### config.mk
export PLATFORM = sky130hd
export DESIGN_NAME = clic_irq_top
export DESIGN_NICKNAME = d
export VERILOG_FILES = /design/src/rtl/clic_pkg.sv /design/src/rtl/clic_arbiter.sv /design/src/rtl/clic_int_gate.sv /design/src/rtl/clic_csr.sv /design/src/rtl/clic_trap_ctrl.sv /design/src/rtl/clic_irq_top.sv
export SDC_FILE = /design/constraint.sdc
export NUM_CORES = 1
export LEC_CHECK = 0
export BUFFER_PORTS_ARGS = -buffer_cell sky130_fd_sc_hd__buf_4
export CELL_PAD_IN_SITES_DETAIL_PLACEMENT = 0
export CELL_PAD_IN_SITES_GLOBAL_PLACEMENT = 2
export CORE_MARGIN = 8
export CORE_UTILIZATION = 44
export CTS_BUF_LIST = sky130_fd_sc_hd__clkbuf_2 sky130_fd_sc_hd__clkbuf_4 sky130_fd_sc_hd__clkbuf_8
export CTS_CLUSTER_DIAMETER = 30
export CTS_CLUSTER_SIZE = 24
export DETAILED_ROUTE_END_ITERATION = 10
export PLACE_DENSITY_LB_ADDON = 0.05
export RECOVER_POWER = 25
export SLEW_MARGIN = 20
export SYNTH_ARGS = -nofsm -noshare
export SYNTH_HDL_FRONTEND = slang
export SYNTH_SLANG_ARGS = --single-unit
### constraint.sdc
create_clock -name clk -period 85.9 [get_ports clk]
set_clock_uncertainty 0.05 [all_clocks]
set_input_delay 12.885 -clock clk [delete_from_list [all_inputs] [get_ports clk]]
set_output_delay 12.885 -clock clk [all_outputs]
set_load 0.02 [all_outputs]
### src/rtl/clic_pkg.sv
// Shared CLIC types for machine mode only; mintstatus keeps the saved level (mpil) in its low byte
package clic_pkg;

  ////////////////////////////////////////////////////////////////////////////
  // CSR selection and bit positions
  ////////////////////////////////////////////////////////////////////////////

  // Software CSR select codes
  typedef enum logic [2:0] {
    CSR_MTVEC      = 3'd0,
    CSR_MTVT       = 3'd1,
    CSR_MINTTHRESH = 3'd2,
    CSR_MINTSTATUS = 3'd3,
    CSR_MSTATUS    = 3'd4
  } csr_sel_e;

  // Interrupt enable bits inside mstatus
  localparam int MSTATUS_MIE_BIT  = 3;
  localparam int MSTATUS_MPIE_BIT = 7;

  ////////////////////////////////////////////////////////////////////////////
  // Shared structs
  ////////////////////////////////////////////////////////////////////////////

  // Current level on top, saved level in the byte that user mode would use
  typedef struct packed {
    logic [7:0]  mil;
    logic [15:0] rsvd;
    logic [7:0]  mpil;
  } mintstatus_t;

  // One software CSR access, completes in a single cycle
  typedef struct packed {
    csr_sel_e    sel;
    logic        we;
    logic [31:0] wdata;
  } csr_cmd_t;

  // Write of one line's configuration
  typedef struct packed {
    logic [7:0] idx;
    logic       ie;
    logic [7:0] level;
    logic       shv;
  } irq_cfg_t;

  // Winning line from the arbiter; only low ID_WIDTH bits of id are used
  typedef struct packed {
    logic       valid;
    logic [7:0] id;
    logic [7:0] level;
    logic       shv;
  } clic_sel_t;

  // Trap as offered to the core
  typedef struct packed {
    logic [7:0]  id;
    logic [7:0]  level;
    logic        shv;
    logic [31:0] addr;
  } trap_t;

endpackage

### src/rtl/clic_arbiter.sv
// Level-sensitive lines only, sampled once with no synchronizer; NUM_IRQ from 2 to 256
`timescale 1ns/1ns

module clic_arbiter import clic_pkg::*; #(
  parameter int NUM_IRQ  = 16,
  parameter int ID_WIDTH = 4
) (
  input  logic               clk,
  input  logic               rst_n,

  // Raw interrupt lines
  input  logic [NUM_IRQ-1:0] irq_i,

  // Configuration write port
  input  logic               cfg_valid_i,
  input  irq_cfg_t           cfg_i,
  output logic               cfg_ready_o,

  // Selection towards the interrupt gate
  output clic_sel_t          sel_o,
  output clic_sel_t          sel_now_o
);

  // Per-line configuration
  logic               ie_q    [NUM_IRQ];
  logic [7:0]         level_q [NUM_IRQ];
  logic               shv_q   [NUM_IRQ];

  // Sampled lines
  logic [NUM_IRQ-1:0] pend_q;

  logic               cfg_we;
  clic_sel_t          sel_now;
  clic_sel_t          sel_q;

  ////////////////////////////////////////////////////////////////////////////
  // Configuration registers
  ////////////////////////////////////////////////////////////////////////////

  // Ready only drops during reset
  assign cfg_ready_o = rst_n;

  // Writes to an index beyond the last line are dropped
  assign cfg_we = cfg_valid_i && cfg_ready_o && (int'(cfg_i.idx) < NUM_IRQ);

  always_ff @(posedge clk, negedge rst_n) begin
    if (!rst_n) begin
      for (int i = 0; i < NUM_IRQ; i++) begin
        ie_q[i]    <= 1'b0;
        level_q[i] <= 8'd0;
        shv_q[i]   <= 1'b0;
      end
    end else if (cfg_we) begin
      ie_q[cfg_i.idx[ID_WIDTH-1:0]]    <= cfg_i.ie;
      level_q[cfg_i.idx[ID_WIDTH-1:0]] <= cfg_i.level;
      shv_q[cfg_i.idx[ID_WIDTH-1:0]]   <= cfg_i.shv;
    end
  end

  // Pending bits follow the lines one cycle late
  always_ff @(posedge clk, negedge rst_n) begin
    if (!rst_n) begin
      pend_q <= '0;
    end else begin
      pend_q <= irq_i;
    end
  end

  ////////////////////////////////////////////////////////////////////////////
  // Maximum level search
  ////////////////////////////////////////////////////////////////////////////

  // Strict compare keeps the lowest id on a tie
  // Starting from level 0 means level 0 lines never win
  always_comb begin
    sel_now = '0;
    for (int i = 0; i < NUM_IRQ; i++) begin
      if (ie_q[i] && pend_q[i] && (level_q[i] > sel_now.level)) begin
        sel_now.valid                = 1'b1;
        sel_now.id                   = '0;
        sel_now.id[ID_WIDTH-1:0]     = ID_WIDTH'(i);
        sel_now.level                = level_q[i];
        sel_now.shv                  = shv_q[i];
      end
    end
  end

  // Registered copy for the gate
  always_ff @(posedge clk, negedge rst_n) begin
    if (!rst_n) begin
      sel_q <= '0;
    end else begin
      sel_q <= sel_now;
    end
  end

  assign sel_now_o = sel_now;
  assign sel_o     = sel_q;

  // A valid winner never carries level 0
  a_sel_level: assert property (@(posedge clk) disable iff (!rst_n)
    sel_o.valid |-> (sel_o.level != 8'd0))
    else $error("arbiter selected a level 0 line");

endmodule

### src/rtl/clic_int_gate.sv
// Machine mode only; wake-up ignores mie and assumes the clock keeps running
`timescale 1ns/1ns

module clic_int_gate import clic_pkg::*; #(
  parameter int ID_WIDTH = 4
) (
  input  logic        clk,
  input  logic        rst_n,

  // From the arbiter
  input  clic_sel_t   sel_i,
  input  clic_sel_t   sel_now_i,

  // From the CSR block
  input  logic        mie_i,
  input  logic [7:0]  mintthresh_i,
  input  mintstatus_t mintstatus_i,

  // To the trap controller
  output logic        irq_req_o,
  output clic_sel_t   irq_sel_o,
  output logic        wakeup_o
);

  logic                valid_q;
  logic [ID_WIDTH-1:0] id_q;
  logic [7:0]          level_q;
  logic                shv_q;

  logic [7:0]          eff_level;

  ////////////////////////////////////////////////////////////////////////////
  // Selection register
  ////////////////////////////////////////////////////////////////////////////

  // Valid tracks the arbiter every cycle
  always_ff @(posedge clk, negedge rst_n) begin
    if (!rst_n) begin
      valid_q <= 1'b0;
    end else begin
      valid_q <= sel_i.valid;
    end
  end

  // Payload holds the last valid selection
  always_ff @(posedge clk, negedge rst_n) begin
    if (!rst_n) begin
      id_q    <= '0;
      level_q <= 8'd0;
      shv_q   <= 1'b0;
    end else if (sel_i.valid) begin
      id_q    <= sel_i.id[ID_WIDTH-1:0];
      level_q <= sel_i.level;
      shv_q   <= sel_i.shv;
    end
  end

  ////////////////////////////////////////////////////////////////////////////
  // Threshold and enable
  ////////////////////////////////////////////////////////////////////////////

  // Effective level is the larger of threshold and current level
  assign eff_level = (mintthresh_i > mintstatus_i.mil) ? mintthresh_i : mintstatus_i.mil;

  // Request needs a held selection above the effective level and global enable
  assign irq_req_o = valid_q && (level_q > eff_level) && mie_i;

  // Upper id bits are zero
  assign irq_sel_o = '{valid: valid_q, id: 8'(id_q), level: level_q, shv: shv_q};

  // Wake-up looks at the live selection, one cycle ahead of the register
  assign wakeup_o = sel_now_i.valid && (sel_now_i.level > eff_level);

endmodule

### src/rtl/clic_csr.sv
// One saved level of nesting; mtvec low 2 and mtvt low 6 bits read as zero
`timescale 1ns/1ns

module clic_csr import clic_pkg::*; (
  input  logic        clk,
  input  logic        rst_n,

  // Software access
  input  logic        csr_valid_i,
  input  csr_cmd_t    csr_i,
  output logic [31:0] csr_rdata_o,

  // Hardware updates from the trap controller
  input  logic        take_i,
  input  logic [7:0]  take_level_i,
  input  logic        mret_i,

  // Register values
  output logic        mie_o,
  output logic [31:0] mtvec_o,
  output logic [31:0] mtvt_o,
  output logic [7:0]  mintthresh_o,
  output mintstatus_t mintstatus_o
);

  logic [31:2] mtvec_q;
  logic [31:6] mtvt_q;
  logic [7:0]  mintthresh_q;
  logic [7:0]  mil_q;
  logic [7:0]  mpil_q;
  logic        mie_q;
  logic        mpie_q;

  logic        sw_we;
  mintstatus_t wdata_ms;

  assign sw_we    = csr_valid_i && csr_i.we;
  assign wdata_ms = mintstatus_t'(csr_i.wdata);

  ////////////////////////////////////////////////////////////////////////////
  // Software-only registers
  ////////////////////////////////////////////////////////////////////////////

  always_ff @(posedge clk, negedge rst_n) begin
    if (!rst_n) begin
      mtvec_q      <= '0;
      mtvt_q       <= '0;
      mintthresh_q <= 8'd0;
    end else if (sw_we) begin
      case (csr_i.sel)
        CSR_MTVEC:      mtvec_q      <= csr_i.wdata[31:2];
        CSR_MTVT:       mtvt_q       <= csr_i.wdata[31:6];
        CSR_MINTTHRESH: mintthresh_q <= csr_i.wdata[7:0];
        default: ;
      endcase
    end
  end

  ////////////////////////////////////////////////////////////////////////////
  // Status registers, trap entry and return first
  ////////////////////////////////////////////////////////////////////////////

  always_ff @(posedge clk, negedge rst_n) begin
    if (!rst_n) begin
      mie_q  <= 1'b0;
      mpie_q <= 1'b0;
      mil_q  <= 8'd0;
      mpil_q <= 8'd0;
    end else if (take_i) begin
      // Save enable and level, then raise to the trap level
      mpie_q <= mie_q;
      mie_q  <= 1'b0;
      mpil_q <= mil_q;
      mil_q  <= take_level_i;
    end else if (mret_i) begin
      mie_q <= mpie_q;
      mil_q <= mpil_q;
    end else if (sw_we && (csr_i.sel == CSR_MSTATUS)) begin
      mie_q  <= csr_i.wdata[MSTATUS_MIE_BIT];
      mpie_q <= csr_i.wdata[MSTATUS_MPIE_BIT];
    end else if (sw_we && (csr_i.sel == CSR_MINTSTATUS)) begin
      mil_q  <= wdata_ms.mil;
      mpil_q <= wdata_ms.mpil;
    end
  end

  ////////////////////////////////////////////////////////////////////////////
  // Read mux and outputs
  ////////////////////////////////////////////////////////////////////////////

  always_comb begin
    csr_rdata_o = '0;
    case (csr_i.sel)
      CSR_MTVEC:      csr_rdata_o = mtvec_o;
      CSR_MTVT:       csr_rdata_o = mtvt_o;
      CSR_MINTTHRESH: csr_rdata_o = {24'd0, mintthresh_q};
      CSR_MINTSTATUS: csr_rdata_o = mintstatus_o;
      CSR_MSTATUS: begin
        csr_rdata_o[MSTATUS_MIE_BIT]  = mie_q;
        csr_rdata_o[MSTATUS_MPIE_BIT] = mpie_q;
      end
      default: ;
    endcase
  end

  assign mie_o        = mie_q;
  assign mtvec_o      = {mtvec_q, 2'b00};
  assign mtvt_o       = {mtvt_q, 6'd0};
  assign mintthresh_o = mintthresh_q;
  assign mintstatus_o = '{mil: mil_q, rsvd: 16'd0, mpil: mpil_q};

  // Trap entry and return come from one FSM and must never overlap
  a_take_mret: assert property (@(posedge clk) disable iff (!rst_n)
    !(take_i && mret_i))
    else $error("take and mret in the same cycle");

endmodule

### src/rtl/clic_trap_ctrl.sv
// One trap in flight; mret outside WAIT_RET is ignored; vector table entries are 4 bytes
`timescale 1ns/1ns

module clic_trap_ctrl import clic_pkg::*; (
  input  logic        clk,
  input  logic        rst_n,

  // From the interrupt gate
  input  logic        irq_req_i,
  input  clic_sel_t   irq_sel_i,

  // Vector bases from the CSR block
  input  logic [31:0] mtvec_i,
  input  logic [31:0] mtvt_i,

  // Trap port
  output logic        trap_valid_o,
  output trap_t       trap_o,
  input  logic        trap_ready_i,

  // Return from handler
  input  logic        mret_i,

  // CSR update commands
  output logic        take_o,
  output logic [7:0]  take_level_o,
  output logic        mret_o
);

  typedef enum logic [1:0] {
    IDLE     = 2'd0,
    OFFER    = 2'd1,
    WAIT_RET = 2'd2
  } state_e;

  state_e      state_q;
  state_e      state_d;
  trap_t       trap_q;
  logic [31:0] handler_addr;

  ////////////////////////////////////////////////////////////////////////////
  // Handler address
  ////////////////////////////////////////////////////////////////////////////

  // Vectored traps index the table, others share mtvec
  assign handler_addr = irq_sel_i.shv ? (mtvt_i + {22'd0, irq_sel_i.id, 2'b00}) : mtvec_i;

  ////////////////////////////////////////////////////////////////////////////
  // FSM
  ////////////////////////////////////////////////////////////////////////////

  always_comb begin
    state_d = state_q;
    case (state_q)
      IDLE: begin
        if (irq_req_i) begin
          state_d = OFFER;
        end
      end
      OFFER: begin
        // Hold until the core accepts
        if (trap_ready_i) begin
          state_d = WAIT_RET;
        end
      end
      WAIT_RET: begin
        if (mret_i) begin
          state_d = IDLE;
        end
      end
      default: state_d = IDLE;
    endcase
  end

  always_ff @(posedge clk, negedge rst_n) begin
    if (!rst_n) begin
      state_q <= IDLE;
    end else begin
      state_q <= state_d;
    end
  end

  // Payload follows the gate while idle and freezes once offered
  always_ff @(posedge clk) begin
    if (state_q == IDLE) begin
      trap_q.id    <= irq_sel_i.id;
      trap_q.level <= irq_sel_i.level;
      trap_q.shv   <= irq_sel_i.shv;
      trap_q.addr  <= handler_addr;
    end
  end

  ////////////////////////////////////////////////////////////////////////////
  // Outputs
  ////////////////////////////////////////////////////////////////////////////

  assign trap_valid_o = (state_q == OFFER);
  assign trap_o       = trap_q;

  // CSRs update on the accepting edge
  assign take_o       = trap_valid_o && trap_ready_i;
  assign take_level_o = trap_q.level;

  // Return only counts after a trap was taken
  assign mret_o       = mret_i && (state_q == WAIT_RET);

  // Offered trap holds still until it is taken
  a_trap_stable: assert property (@(posedge clk) disable iff (!rst_n)
    trap_valid_o && !trap_ready_i |=> trap_valid_o && $stable(trap_o))
    else $error("trap changed under back-pressure");

endmodule

### src/rtl/clic_irq_top.sv
// Machine mode CLIC interrupt path; NUM_IRQ from 2 to 256, lines synchronous to clk
`timescale 1ns/1ns

module clic_irq_top import clic_pkg::*; #(
  parameter int NUM_IRQ = 16
) (
  input  logic               clk,
  input  logic               rst_n,

  // Line configuration
  input  logic               cfg_valid_i,
  input  irq_cfg_t           cfg_i,
  output logic               cfg_ready_o,

  // Software CSR access
  input  logic               csr_valid_i,
  input  csr_cmd_t           csr_i,
  output logic [31:0]        csr_rdata_o,

  // Interrupt lines
  input  logic [NUM_IRQ-1:0] irq_i,

  // Trap port and return
  output logic               trap_valid_o,
  output trap_t              trap_o,
  input  logic               trap_ready_i,
  input  logic               mret_i,

  output logic               wakeup_o
);

  // Id bits needed to name every line
  localparam int ID_WIDTH = $clog2(NUM_IRQ);

  clic_sel_t   sel;
  clic_sel_t   sel_now;
  clic_sel_t   irq_sel;
  logic        irq_req;
  logic        mie;
  logic [7:0]  mintthresh;
  mintstatus_t mintstatus;
  logic [31:0] mtvec;
  logic [31:0] mtvt;
  logic        take;
  logic [7:0]  take_level;
  logic        mret_fwd;

  ////////////////////////////////////////////////////////////////////////////
  // Arbitration, gating, trap control and CSRs
  ////////////////////////////////////////////////////////////////////////////

  clic_arbiter #(
    .NUM_IRQ  (NUM_IRQ),
    .ID_WIDTH (ID_WIDTH)
  ) arbiter_i (
    .clk         (clk),
    .rst_n       (rst_n),
    .irq_i       (irq_i),
    .cfg_valid_i (cfg_valid_i),
    .cfg_i       (cfg_i),
    .cfg_ready_o (cfg_ready_o),
    .sel_o       (sel),
    .sel_now_o   (sel_now)
  );

  clic_int_gate #(
    .ID_WIDTH (ID_WIDTH)
  ) gate_i (
    .clk          (clk),
    .rst_n        (rst_n),
    .sel_i        (sel),
    .sel_now_i    (sel_now),
    .mie_i        (mie),
    .mintthresh_i (mintthresh),
    .mintstatus_i (mintstatus),
    .irq_req_o    (irq_req),
    .irq_sel_o    (irq_sel),
    .wakeup_o     (wakeup_o)
  );

  clic_trap_ctrl trap_ctrl_i (
    .clk          (clk),
    .rst_n        (rst_n),
    .irq_req_i    (irq_req),
    .irq_sel_i    (irq_sel),
    .mtvec_i      (mtvec),
    .mtvt_i       (mtvt),
    .trap_valid_o (trap_valid_o),
    .trap_o       (trap_o),
    .trap_ready_i (trap_ready_i),
    .mret_i       (mret_i),
    .take_o       (take),
    .take_level_o (take_level),
    .mret_o       (mret_fwd)
  );

  clic_csr csr_regs_i (
    .clk          (clk),
    .rst_n        (rst_n),
    .csr_valid_i  (csr_valid_i),
    .csr_i        (csr_i),
    .csr_rdata_o  (csr_rdata_o),
    .take_i       (take),
    .take_level_i (take_level),
    .mret_i       (mret_fwd),
    .mie_o        (mie),
    .mtvec_o      (mtvec),
    .mtvt_o       (mtvt),
    .mintthresh_o (mintthresh),
    .mintstatus_o (mintstatus)
  );

endmodule

==> results of run 1 <==
## worst paths after layout
kind | startpoint | end | slack [ns] | cells after the start
worst min-delay path | gate_i.level_q[0]$_DFFE_PN0P_ | trap_ctrl_i.take_level_o[0]$_DFFE_PN_ | 0.40 | 0
min in group asynchronous | rst_n | arbiter_i.ie_q[12]$_DFFE_PN0P_ | 13.24 | 1
worst min register to register | gate_i.level_q[0]$_DFFE_PN0P_ | trap_ctrl_i.take_level_o[0]$_DFFE_PN_ | 0.40 | 0
worst max register to register | arbiter_i.pend_q[0]$_DFF_PN0_ | arbiter_i.sel_o[11]$_DFF_PN0_ | 51.64 | 149
max in group asynchronous | rst_n | arbiter_i.level_q[33]$_DFFE_PN0P_ | 67.57 | 4
worst max-delay path | arbiter_i.pend_q[0]$_DFF_PN0_ | wakeup_o | 37.02 | 159
## cell usage after synthesis (15+ instances only)
| library cell | instances | area, sq um |
|---|---|---|
| edfxtp_1 | 43 | 1290 |
| nand2_1 | 152 | 571 |
| clkbuf_1 | 56 | 210 |
| o21a_1 | 18 | 135 |
| nor2b_1 | 19 | 119 |
| mux2i_1 | 82 | 821 |
| o21ai_0 | 116 | 581 |
| inv_1 | 120 | 450 |
| a21oi_1 | 87 | 435 |
| nand3_1 | 43 | 215 |
| ha_1 | 131 | 1640 |
| and3_1 | 16 | 100 |
| dfrtp_1 | 288 | 7210 |
| nor3_1 | 16 | 80.1 |
| a22o_1 | 17 | 149 |
| nand2b_1 | 20 | 125 |
| nand4_1 | 15 | 93.8 |
| a21o_1 | 29 | 218 |
| nor2_1 | 123 | 462 |
| o211ai_1 | 17 | 128 |
| mux2_2 | 264 | 2970 |
## power by group
group	leakage (nW)	internal [mW]	switching (mW)
sequential	4.09	0.183	0.0157
clock	1.00	0.143	0.0839
combinational	5.85	0.0434	0.0519
## state kept, by name, summed over array words and instances (netlist names), 2 cells and up
| name | count |
|---|---|
| trap_ctrl_i.trap_o | 35 |
| arbiter_i.shv_q | 16 |
| csr_regs_i.mil_q | 8 |
| csr_regs_i.mtvec_q | 30 |
| csr_regs_i.mtvt_q | 26 |
| gate_i.level_q | 8 |
| trap_ctrl_i.take_level_o | 8 |
| arbiter_i.ie_q | 16 |
| arbiter_i.level_q | 128 |
| csr_regs_i.mpil_q | 8 |
| arbiter_i.pend_q | 16 |
| arbiter_i.sel_o | 14 |
| gate_i.id_q | 4 |
| trap_ctrl_i.state_q | 2 |
| csr_regs_i.mintthresh_o | 8 |
## worst max-delay path, delay by kind of cell (launching register included)
kind / cells / cell delay (ns)
compound gates: 70 / 13.03
fa+ha+maj: 16 / 4.71
buf+inv: 10 / 1.28
flops: 1 / 0.36
mux: 14 / 4.82
simple gates: 49 / 10.98
## cell type report
class / count / area, sq um
Fill cell: 4038 / 20700
Multi-Input combinational cell: 1316 / 10100
Sequential cell: 331 / 8500
Clock buffer: 105 / 1360
Timing Repair Buffer: 171 / 1270
Tap cell: 592 / 741
Clock inverter: 46 / 638
Inverter: 120 / 450
## layer usage
layer	wire length, microns	track usage (%)	share of wire (%)	vias to the layer above
met5	0	0	0	-
met1	24000	27.5	44	7121
li1	-	-	-	7038
met3	3030	4.39	5.6	87
met4	1420	8.01	2.6	0
met2	25700	35.1	47	364
## cells by family after synthesis
family / count (synthesis) / synth area share (%)
other: 1 / 0.0193
flip-flops: 331 / 43.8
adder cells (fa/ha/maj): 134 / 8.61
buffers and inverters: 202 / 4.17
multiplexers: 349 / 19.9
AND/OR/NAND/NOR: 447 / 10.7
AO/OA/AOI/OAI: 375 / 12.6
XOR/XNOR: 5 / 0.226
## through the flow
step	utilization (%)	power, mW	cell area [sq um]	instances
floorplan	-	0.257	19400	1849
global placement	48.2	0.296	21100	2530
detailed placement	48.2	0.297	21100	2530
CTS	52.7	0.528	23100	2681
global route	52.7	0.548	23100	2681
finish	52.7	0.520	23100	2681
==> reports/summary.txt, run 1 <==
Synth Flop Type = dfrtp_1
Post-CTS setup buffer count = 0
Worst-Margin Slew = 3.17 ns
ANT nets after route = 0
Post-DR wirelength/cell = 20.2 microns
Most frequent cell on the critical path = ha_1
GP Congestion = 0.879
Final WL = 54200 microns
Final setup viols = 0
Final Critical Period = 48.88 ns
Power per cell area = 22.5 nW/um^2
Starting density of the core = 44.2%
DRT iter0 DRCs = 781
CTS tree = built
WS Path Type = register to output port
First-pass GRT wire length = 85300 microns
Max Root-Sink Buffers = 3
Ant. Diodes = 0
#FFs+latches synth = 331
Count of final hold-check violations = 0
Worst Setup Start Kind = register
Max-Cap Viols = 5
Pre-CTS WS = 37.57 ns
Nets@finish = 2230
Achievable Freq = 20.5 MHz
H-tree depth = 3
Sequential area share after synthesis = 43.8%
Worst endpoint required time = 72.96 ns
Clock Latency Late Sink = 0.67 ns
Syn Inst Count = 1844
Synth Cell Area = 19400 sq um
Largest net degree at the start of global routing = 82
Setup WS post-layout = 37.02 ns
Slowest cell on crit path = nor2_1
Most common cell after layout, fill and taps aside = dfrtp_1
Crit share post-route = 56.9%
Die Span Y = 226 microns
Synth warn = 0
CTS Buf Count = 83
Lkg Pwr = 10.9 nW
Post-CTS Hold Fix Bufs = 0
Clock sinks = 331
Clock transition at path regs = 0.06 ns
CP Max Fanout = 19
Root buf cell = clkbuf_8
First-pass detailed-route iteration total = 5
Total die area = 51100 sq um
Post-synth EDFFs = 43
RSZ-0062 raised after global routing = no
Total track usage = 21.3%
# IOs = 160
Unique masters post-synth = 78
Crit path arrival time = 35.95 ns
Post-CTS Resized = 0
GRT overflow = 0
Total number of vias = 14600
Mean Syn Cell Area = 10.5 sq um
Peak supply drop = 11.3 uV
Commonest non-fill, non-tap cells in the layout = 288 x dfrtp_1, 263 x mux2_2, 152 x nand2_1, 148 x buf_4, 131 x ha_1
Vias in the first global route = 15100
Pins Over Slew Limit = 192
Layout cells sized above 1 = 29.2%
Area growth from synthesis to layout = 19.0%
Vias per cell = 5.45
DP HPWL = 39900 microns
Max-slew headroom = -111%
Hold_ws = 0.403 ns
Die width = 226 microns
Critical path endpoint category = output port
Drt drc = 0
Failing checks = max-capacitance violations, max-slew violations
Hold WC Path Type = register to register
TNS Setup = 0 ns
Core area = 43800 sq um
# port buffers = 153
Initial antenna violation count = 0
Async SR Flop Fraction = 87.0%
Rows = 77
Run status = finished with violations
Worst stage delay on the critical path = 0.83 ns
(Power assumes the default switching activity.)
==> run 2: changes to the inputs <==
--- a/config.mk
+++ b/config.mk
@@ -9,7 +9,7 @@
 export CELL_PAD_IN_SITES_DETAIL_PLACEMENT = 0
 export CELL_PAD_IN_SITES_GLOBAL_PLACEMENT = 2
 export CORE_MARGIN = 8
-export CORE_UTILIZATION = 44
+export CORE_UTILIZATION = 41
 export CTS_BUF_LIST = sky130_fd_sc_hd__clkbuf_2 sky130_fd_sc_hd__clkbuf_4 sky130_fd_sc_hd__clkbuf_8
 export CTS_CLUSTER_DIAMETER = 30
 export CTS_CLUSTER_SIZE = 24
==> constraint.sdc (replaced) <==
create_clock -name clk -period 49.6 [get_ports clk]
set_clock_uncertainty 0.05 [all_clocks]
set_input_delay 7.44 -clock clk [delete_from_list [all_inputs] [get_ports clk]]
set_output_delay 7.44 -clock clk [all_outputs]
set_load 0.02 [all_outputs]
==> run 2 against run 1 <==
The flow still finishes with violations (max-capacitance violations, max-slew violations). Cell area decreased by 0.37%. Clock power is 64% higher. Total power rose by 69%. Largest power group unchanged. Non-clock buffer count did not move. Via count decreased by 0.83%.
==> reports/summary.txt, run 2 (synthesized netlist as in run 1, its figures left out) <==
Vias per cell = 5.38 (-1.3%)
DRT iter0 DRCs = 773 (-1.0%)
Layout cells sized above 1 = 29.1% (-0.040 points)
Worst-Margin Slew = 4.13 ns (+0.957 ns)
Largest net degree at the start of global routing = 161 (+96%)
Nets@finish = 2227 (-0.13%)
Peak supply drop = 17.4 uV (+53%)
Pins Over Slew Limit = 140 (-27%)
Met3 usage = 3.62% (-0.77 points)
Largest register FFs = 128 (unchanged)
Most common cell after layout, fill and taps aside = dfrtp_1
Hold WC Path Type = register to register
CP Max Fanout = 19 (unchanged)
CTS tree = built
Core area = 46700 sq um (+6.4%)
H-tree depth = 3 (unchanged)
Most frequent cell on the critical path = ha_1
Hold_ws = 0.398 ns (-0.00507 ns)
GP Congestion = 0.871 (-0.96%)
Die width = 234 microns (+3.3%)
Count of final hold-check violations = 0 (unchanged)
First-pass detailed-route iteration total = 5 (unchanged)
Met2 usage = 34.1% (-0.94 points)
Worst reg2reg path depth = 149 (unchanged)
# port buffers = 153 (unchanged)
GRT overflow = 0 (unchanged)
CTS Buf Count = 80 (-3.6%)
Total track usage = 20.4% (-0.93 points)
Starting density of the core = 41.6% (-2.7 points)
Pre-CTS WS = 6.77 ns (-30.80 ns)
Failing checks = max-capacitance violations, max-slew violations
Reg with most FFs = arbiter_i.level_q
Vias in the first global route = 15200 (+0.48%)
Cell family with most CP delay = compound AO/OA/AOI/OAI gates
CP Depth = 159 (unchanged)
Total die area = 54500 sq um (+6.8%)
Post-CTS Resized = 0 (unchanged)
Rows = 79 (+2.6%)
Worst Setup Start Kind = register
Clock transition at path regs = 0.06 ns (about the same)
Critical path endpoint category = output port
Post-CTS Hold Fix Bufs = 0 (unchanged)
Total number of vias = 14500 (-0.83%)
Power per cell area = 38.2 nW/um^2 (+70%)
WS Path Type = register to output port
Clock sinks = 331 (unchanged)
Lkg Pwr = 10.9 nW (-0.53%)
Final Critical Period = 42.93 ns
Area growth from synthesis to layout = 18.6%
Post-CTS setup buffer count = 0 (unchanged)
Max-Cap Viols = 3 (-2)
Setup WS post-layout = 6.67 ns (-30.34 ns)
Worst stage delay on the critical path = 0.61 ns (-0.22 ns)
DP HPWL = 40400 microns (+1.4%)
Worst endpoint required time = 42.11 ns (-30.85 ns)
Initial antenna violation count = 1 (+1)
Final setup viols = 0 (unchanged)
Root buf cell = clkbuf_8
ANT nets after route = 0 (unchanged)
First-pass GRT wire length = 87300 microns (+2.3%)
Commonest non-fill, non-tap cells in the layout = 288 x dfrtp_1, 264 x mux2_2, 152 x nand2_1, 150 x buf_4, 131 x ha_1
Met1 track demand over resource = 26.4% (-1.1 points)
Slowest cell on crit path = nor2_1
Finished Core Util = 49.3% (-3.4 points)
Die Span Y = 234 microns (+3.3%)
Max Root-Sink Buffers = 3 (unchanged)
RSZ-0062 raised after global routing = no
Tot Pwr = 0.879 mW (+69%)
Achievable Freq = 23.3 MHz
Clock Latency Late Sink = 0.64 ns (-0.03 ns)
Drt drc = 0 (unchanged)
Post-DR wirelength/cell = 20.4 microns (+1.1%)
Hold Crit Depth = 0 (unchanged)
Gr busiest metal = met2
TNS Setup = 0 ns (unchanged)
Final WL = 55000 microns (+1.6%)
# IOs = 160 (unchanged)
Max-slew headroom = -175% (-64 points)
Crit path arrival time = 35.44 ns (-0.51 ns)
Run status = finished with violations
Crit share post-route = 86.5%
CP bufs+invs = 11 (+1)
run 2: cell count changes in the layout (fill, tap and decap cells not counted), moves of 3 or more:
cell      before  now
clkbuf_4      31   26
clkinv_8       4    1
clkinv_2      12   15
clkinv_4       3    6
inv_6          4    1
run 2: cell type report:
type | instances | area, sq um
Inverter | 120 | 450
Multi-Input combinational cell | 1316 | 10100
Tap cell | 607 | 759
Antenna cell | 2 | 5.00
Fill cell | 4346 | 23700
Timing Repair Buffer | 171 | 1280
Clock buffer | 99 | 1310
Clock inverter | 48 | 562
Sequential cell | 331 | 8500
run 2: final timing paths:
path | start | to | slack (ns)
max | arbiter_i.pend_q[0]$_DFF_PN0_ | wakeup_o | 6.67
min | gate_i.level_q[0]$_DFFE_PN0P_ | trap_ctrl_i.take_level_o[0]$_DFFE_PN_ | 0.40
max reg2reg | arbiter_i.pend_q[0]$_DFF_PN0_ | arbiter_i.sel_o[11]$_DFF_PN0_ | 15.77
min reg2reg | gate_i.level_q[0]$_DFFE_PN0P_ | trap_ctrl_i.take_level_o[0]$_DFFE_PN_ | 0.40
max in group asynchronous | rst_n | arbiter_i.ie_q[4]$_DFFE_PN0P_ | 38.82
min in group asynchronous | rst_n | csr_regs_i.mtvec_q[17]$_DFFE_PN0P_ | 8.21
run 2: worst reg2reg max path, delay by kind of cell (launching register included):
family	cells	cell delay, ns
flops	1	0.37
fa+ha+maj	15	4.36
compound gates	64	12.32
simple gates	46	10.56
buf+inv	10	1.14
mux	14	4.92
run 2: through the flow:
stage	std cells	cell area [sq um]
after floorplan	1849	19400
after global placement	2545	21100
after detailed placement	2545	21100
after CTS	2692	23000
after global routing	2693	23000
final	2694	23000
run 2: report_power, final:
group | switching, mW | leakage, nW | total (mW) | internal [mW]
Combinational | 0.0901 | 5.86 | 0.166 | 0.0755
Clock | 0.141 | 0.936 | 0.370 | 0.229
Sequential | 0.0272 | 4.09 | 0.344 | 0.316
Total | 0.258 | 10.9 | 0.879 | 0.621
run 2: per-layer routing:
metal	part of all wire (%)	wire, microns
met5	0	0
met4	2.4	1310
met3	4.6	2550
met2	48	26200
met1	45	24900
==> run 3: changes to the inputs <==
--- a/config.mk
+++ b/config.mk
@@ -5,11 +5,12 @@
 export SDC_FILE = /design/constraint.sdc
 export NUM_CORES = 1
 export LEC_CHECK = 0
+export ABC_AREA = 1
 export BUFFER_PORTS_ARGS = -buffer_cell sky130_fd_sc_hd__buf_4
 export CELL_PAD_IN_SITES_DETAIL_PLACEMENT = 0
 export CELL_PAD_IN_SITES_GLOBAL_PLACEMENT = 2
 export CORE_MARGIN = 8
-export CORE_UTILIZATION = 41
+export CORE_UTILIZATION = 37
 export CTS_BUF_LIST = sky130_fd_sc_hd__clkbuf_2 sky130_fd_sc_hd__clkbuf_4 sky130_fd_sc_hd__clkbuf_8
 export CTS_CLUSTER_DIAMETER = 30
 export CTS_CLUSTER_SIZE = 24
==> run 3 against run 2 <==
The flow still finishes with violations (max-capacitance violations, max-slew violations). Register-to-register slack better by 11 ns. Maximum frequency up 36%. Highest routed layer unchanged. Combinational power fell by 16%. Setup slack improved by 11 ns. Die area up 4.5%. Largest power group unchanged. Cell count is 17% higher. Critical path depth decreased by 25. Clock power grew 24%. Flip-flop and latch count stayed put. Utilization down 3.9 points. Total power is 4.5% higher. Area after synthesis is 5.4% lower. Largest cell class unchanged. Critical path type unchanged.
==> reports/summary.txt, run 3 <==
FF-to-FF End = arbiter_i.sel_o[17]$_DFF_PN0_
CP Max Fanout = 22 (+3)
Worst reg2reg path depth = 125 (-16%)
Ant. Diodes = 0 (-2)
Pins Over Slew Limit = 288 (+110%)
Most frequent cell on the critical path = nand2_1
Slowest cell on crit path = nand2_1
# port buffers = 153 (unchanged)
Vias per cell = 4.90 (-9.0%)
Post-DR wirelength/cell = 18.0 microns (-12%)
Synth top area share = 39.3% (+2.1 points)
Drt drc = 0 (unchanged)
Post-synth top cells = 649 x nand2_1, 425 x o21ai_0, 288 x dfrtp_1
#FFs+latches synth = 331 (unchanged)
Initial antenna violation count = 3 (+2)
Clock transition at path regs = 0.05 ns (about the same)
ANT nets after route = 0 (unchanged)
RSZ-0062 raised after global routing = no
WS Path Type = register to output port
HP Start = arbiter_i.sel_o[5]$_DFF_PN0_
Most common cell after layout, fill and taps aside = nand2_1
Clock Latency Late Sink = 0.68 ns (+0.04 ns)
Placed Area = 19900 sq um (-5.8%)
Mean Syn Cell Area = 8.18 sq um (-22%)
Reg with most FFs = arbiter_i.level_q
Largest net degree at the start of global routing = 152 (-5.6%)
Final WL = 56500 microns (+2.7%)
Hold EP = gate_i.level_q[4]$_DFFE_PN0P_
Power per cell area = 41.3 nW/um^2 (+8.1%)
Hold Crit Depth = 1 (+1)
Worst-Margin Slew = 8.37 ns (+4.24 ns)
Achievable Freq = 31.7 MHz (+36%)
Largest area contributor in the netlist = dfrtp_1
Die width = 239 microns (+2.2%)
Worst Setup Start Kind = register
Final setup viols = 0 (unchanged)
Pre-CTS WS = 18.72 ns (+11.95 ns)
Failing checks = max-capacitance violations, max-slew violations
Post-synth EDFFs = 43 (unchanged)
GRT overflow = 0 (unchanged)
First-pass GRT wire length = 89400 microns (+2.5%)
Crit share post-route = 63.5% (-23 points)
Final Critical Period = 31.50 ns (-11.42 ns)
First-pass detailed-route iteration total = 5 (unchanged)
Post-CTS Hold Fix Bufs = 0 (unchanged)
Total die area = 57000 sq um (+4.5%)
R2R Path Start = arbiter_i.level_q[123]$_DFFE_PN0P_
Total number of vias = 15400 (+6.2%)
Rows = 81 (+2.5%)
Async SR Flop Fraction = 87.0% (unchanged)
Sequential area share after synthesis = 46.3% (+2.5 points)
Worst stage delay on the critical path = 0.44 ns (-0.17 ns)
Max Root-Sink Buffers = 3 (unchanged)
TNS Setup = 0 ns (unchanged)
Core area = 49000 sq um (+4.9%)
Top-count cell post-synth = nand2_1
Layout cells sized above 1 = 16.8% (-12 points)
Synth Cell Area = 18300 sq um (-5.4%)
CTS Buf Count = 92 (+15%)
DRT iter0 DRCs = 849 (+9.8%)
Synth Flop Type = dfrtp_1
Largest register FFs = 128 (unchanged)
Non-filler cells, final = 3143 (+17%)
DP HPWL = 40500 microns (+0.26%)
Placed insts = 2969 (+17%)
Hold WC Path Type = register to register
Worst endpoint required time = 42.11 ns (about the same)
Area growth from synthesis to layout = 21.3%
Unique masters post-synth = 42 (-46%)
Max-slew headroom = -458% (-280 points)
Vias in the first global route = 15300 (+0.45%)
Run status = finished with violations
H-tree depth = 3 (unchanged)
Syn Inst Count = 2242 (+22%)
Reg2Reg Setup Slack = 26.75 ns (+10.98 ns)
# IOs = 160 (unchanged)
CTS tree = built
Commonest non-fill, non-tap cells in the layout = 649 x nand2_1, 425 x o21ai_0, 288 x dfrtp_1, 201 x inv_1, 145 x buf_4
Lkg Pwr = 11.4 nW (+4.4%)
Starting density of the core = 37.5% (-4.1 points)
Setup WS post-layout = 18.10 ns (+11.42 ns)
Die Span Y = 239 microns (+2.2%)
Critical path endpoint category = output port
Post-CTS Resized = 0 (unchanged)
Cell area after layout = 22200 sq um (-3.3%)
Total track usage = 20.1% (-0.32 points)
Root buf cell = clkbuf_8
Clock sinks = 331 (unchanged)
Main area contributors after synthesis = dfrtp_1 39%, nand2_1 13%, o21ai_0 12%
GP Congestion = 0.857 (-1.6%)
Max-Cap Viols = 4 (+1)
Crit path arrival time = 24.01 ns (-11.43 ns)
Count of final hold-check violations = 0 (unchanged)
Post-CTS setup buffer count = 0 (unchanged)
Peak supply drop = 18.2 uV (+4.9%)
Nets@finish = 2606 (+17%)
Synth warn = 0 (unchanged)
==> run 3: cell types whose count changed after synthesis, moves of 19 or more <==
cell and delta:
a21oi_1 -54, clkbuf_1 +23, nand2_1 +497, o21ai_0 +309
nor2_1 -62, mux2i_1 -82, mux2_2 -254, nand2_2 +37
nor2b_1 -19, a21o_1 -28, inv_1 +82, nand2b_1 -20
nand3_1 +79
==> run 3: critical path, delay by kind of cell (launching register included) <==
family,cells,cell delay (ns)
and+or+nand+nor,78,9.75
DFF,1,0.39
buffers and inverters,8,0.73
adders and majority gates,16,5.06
AOI/OAI and AO/OA,32,7.35
==> run 3: worst max path at each step <==
stage / start / endpoint / slack [ns]
floorplan: arbiter_i.level_q[126]$_DFFE_PN0P_ / wakeup_o / 21.28
global placement: arbiter_i.level_q[127]$_DFFE_PN0P_ / wakeup_o / 18.65
detailed placement: arbiter_i.level_q[127]$_DFFE_PN0P_ / wakeup_o / 18.72
CTS: arbiter_i.level_q[123]$_DFFE_PN0P_ / wakeup_o / 17.89
global route: arbiter_i.level_q[123]$_DFFE_PN0P_ / wakeup_o / 15.14
finish: arbiter_i.level_q[123]$_DFFE_PN0P_ / wakeup_o / 18.10
==> run 3: layout make-up <==
type                            instances  area [sq um]
Fill cell                            4907         26700
Multi-Input combinational cell       1604          8570
Sequential cell                       331          8500
Clock buffer                          123          1600
Timing Repair Buffer                  167          1230
Tap cell                              664           831
Inverter                              203           762
Clock inverter                         51           759
==> run 3: power by group <==
| group | internal (mW) | switching [mW] |
|---|---|---|
| clock | 0.302 | 0.155 |
| combinational | 0.0505 | 0.0881 |
| sequential | 0.303 | 0.0206 |
==> run 3: logic make-up (layout without fill, tap and decap cells) <==
kind of cell / after synthesis / in the layout / synth area share, %
AOI/OAI and AO/OA: 524 / 524 / 15.2
muxes: 10 / 10 / 0.614
and+or+nand+nor: 933 / 933 / 21.7
buffers and inverters: 312 / 544 / 7.19
adders and majority gates: 131 / 131 / 8.94
other: 1 / 6 / 0.0204
DFF: 331 / 331 / 46.3
==> run 3: through the flow <==
| step | utilization, % | power (mW) | hold slack (ns) |
|---|---|---|---|
| after detailed placement | 40.7 | 0.470 | 0.403 |
| after global placement | 40.7 | 0.467 | 0.392 |
| final | 45.4 | 0.919 | 0.402 |
| after CTS | 45.5 | 0.934 | 0.402 |
| after floorplan | - | 0.413 | 0.302 |
| after global routing | 45.4 | 0.970 | 0.418 |
==> run 3: metal layers <==
layer	wire length (microns)	share of wire, %	track usage [%]
met1	26000	46	26.4
met2	26900	48	33.4
met3	2510	4.4	3.88
met4	1110	2.0	5.56
met5	0	0	0
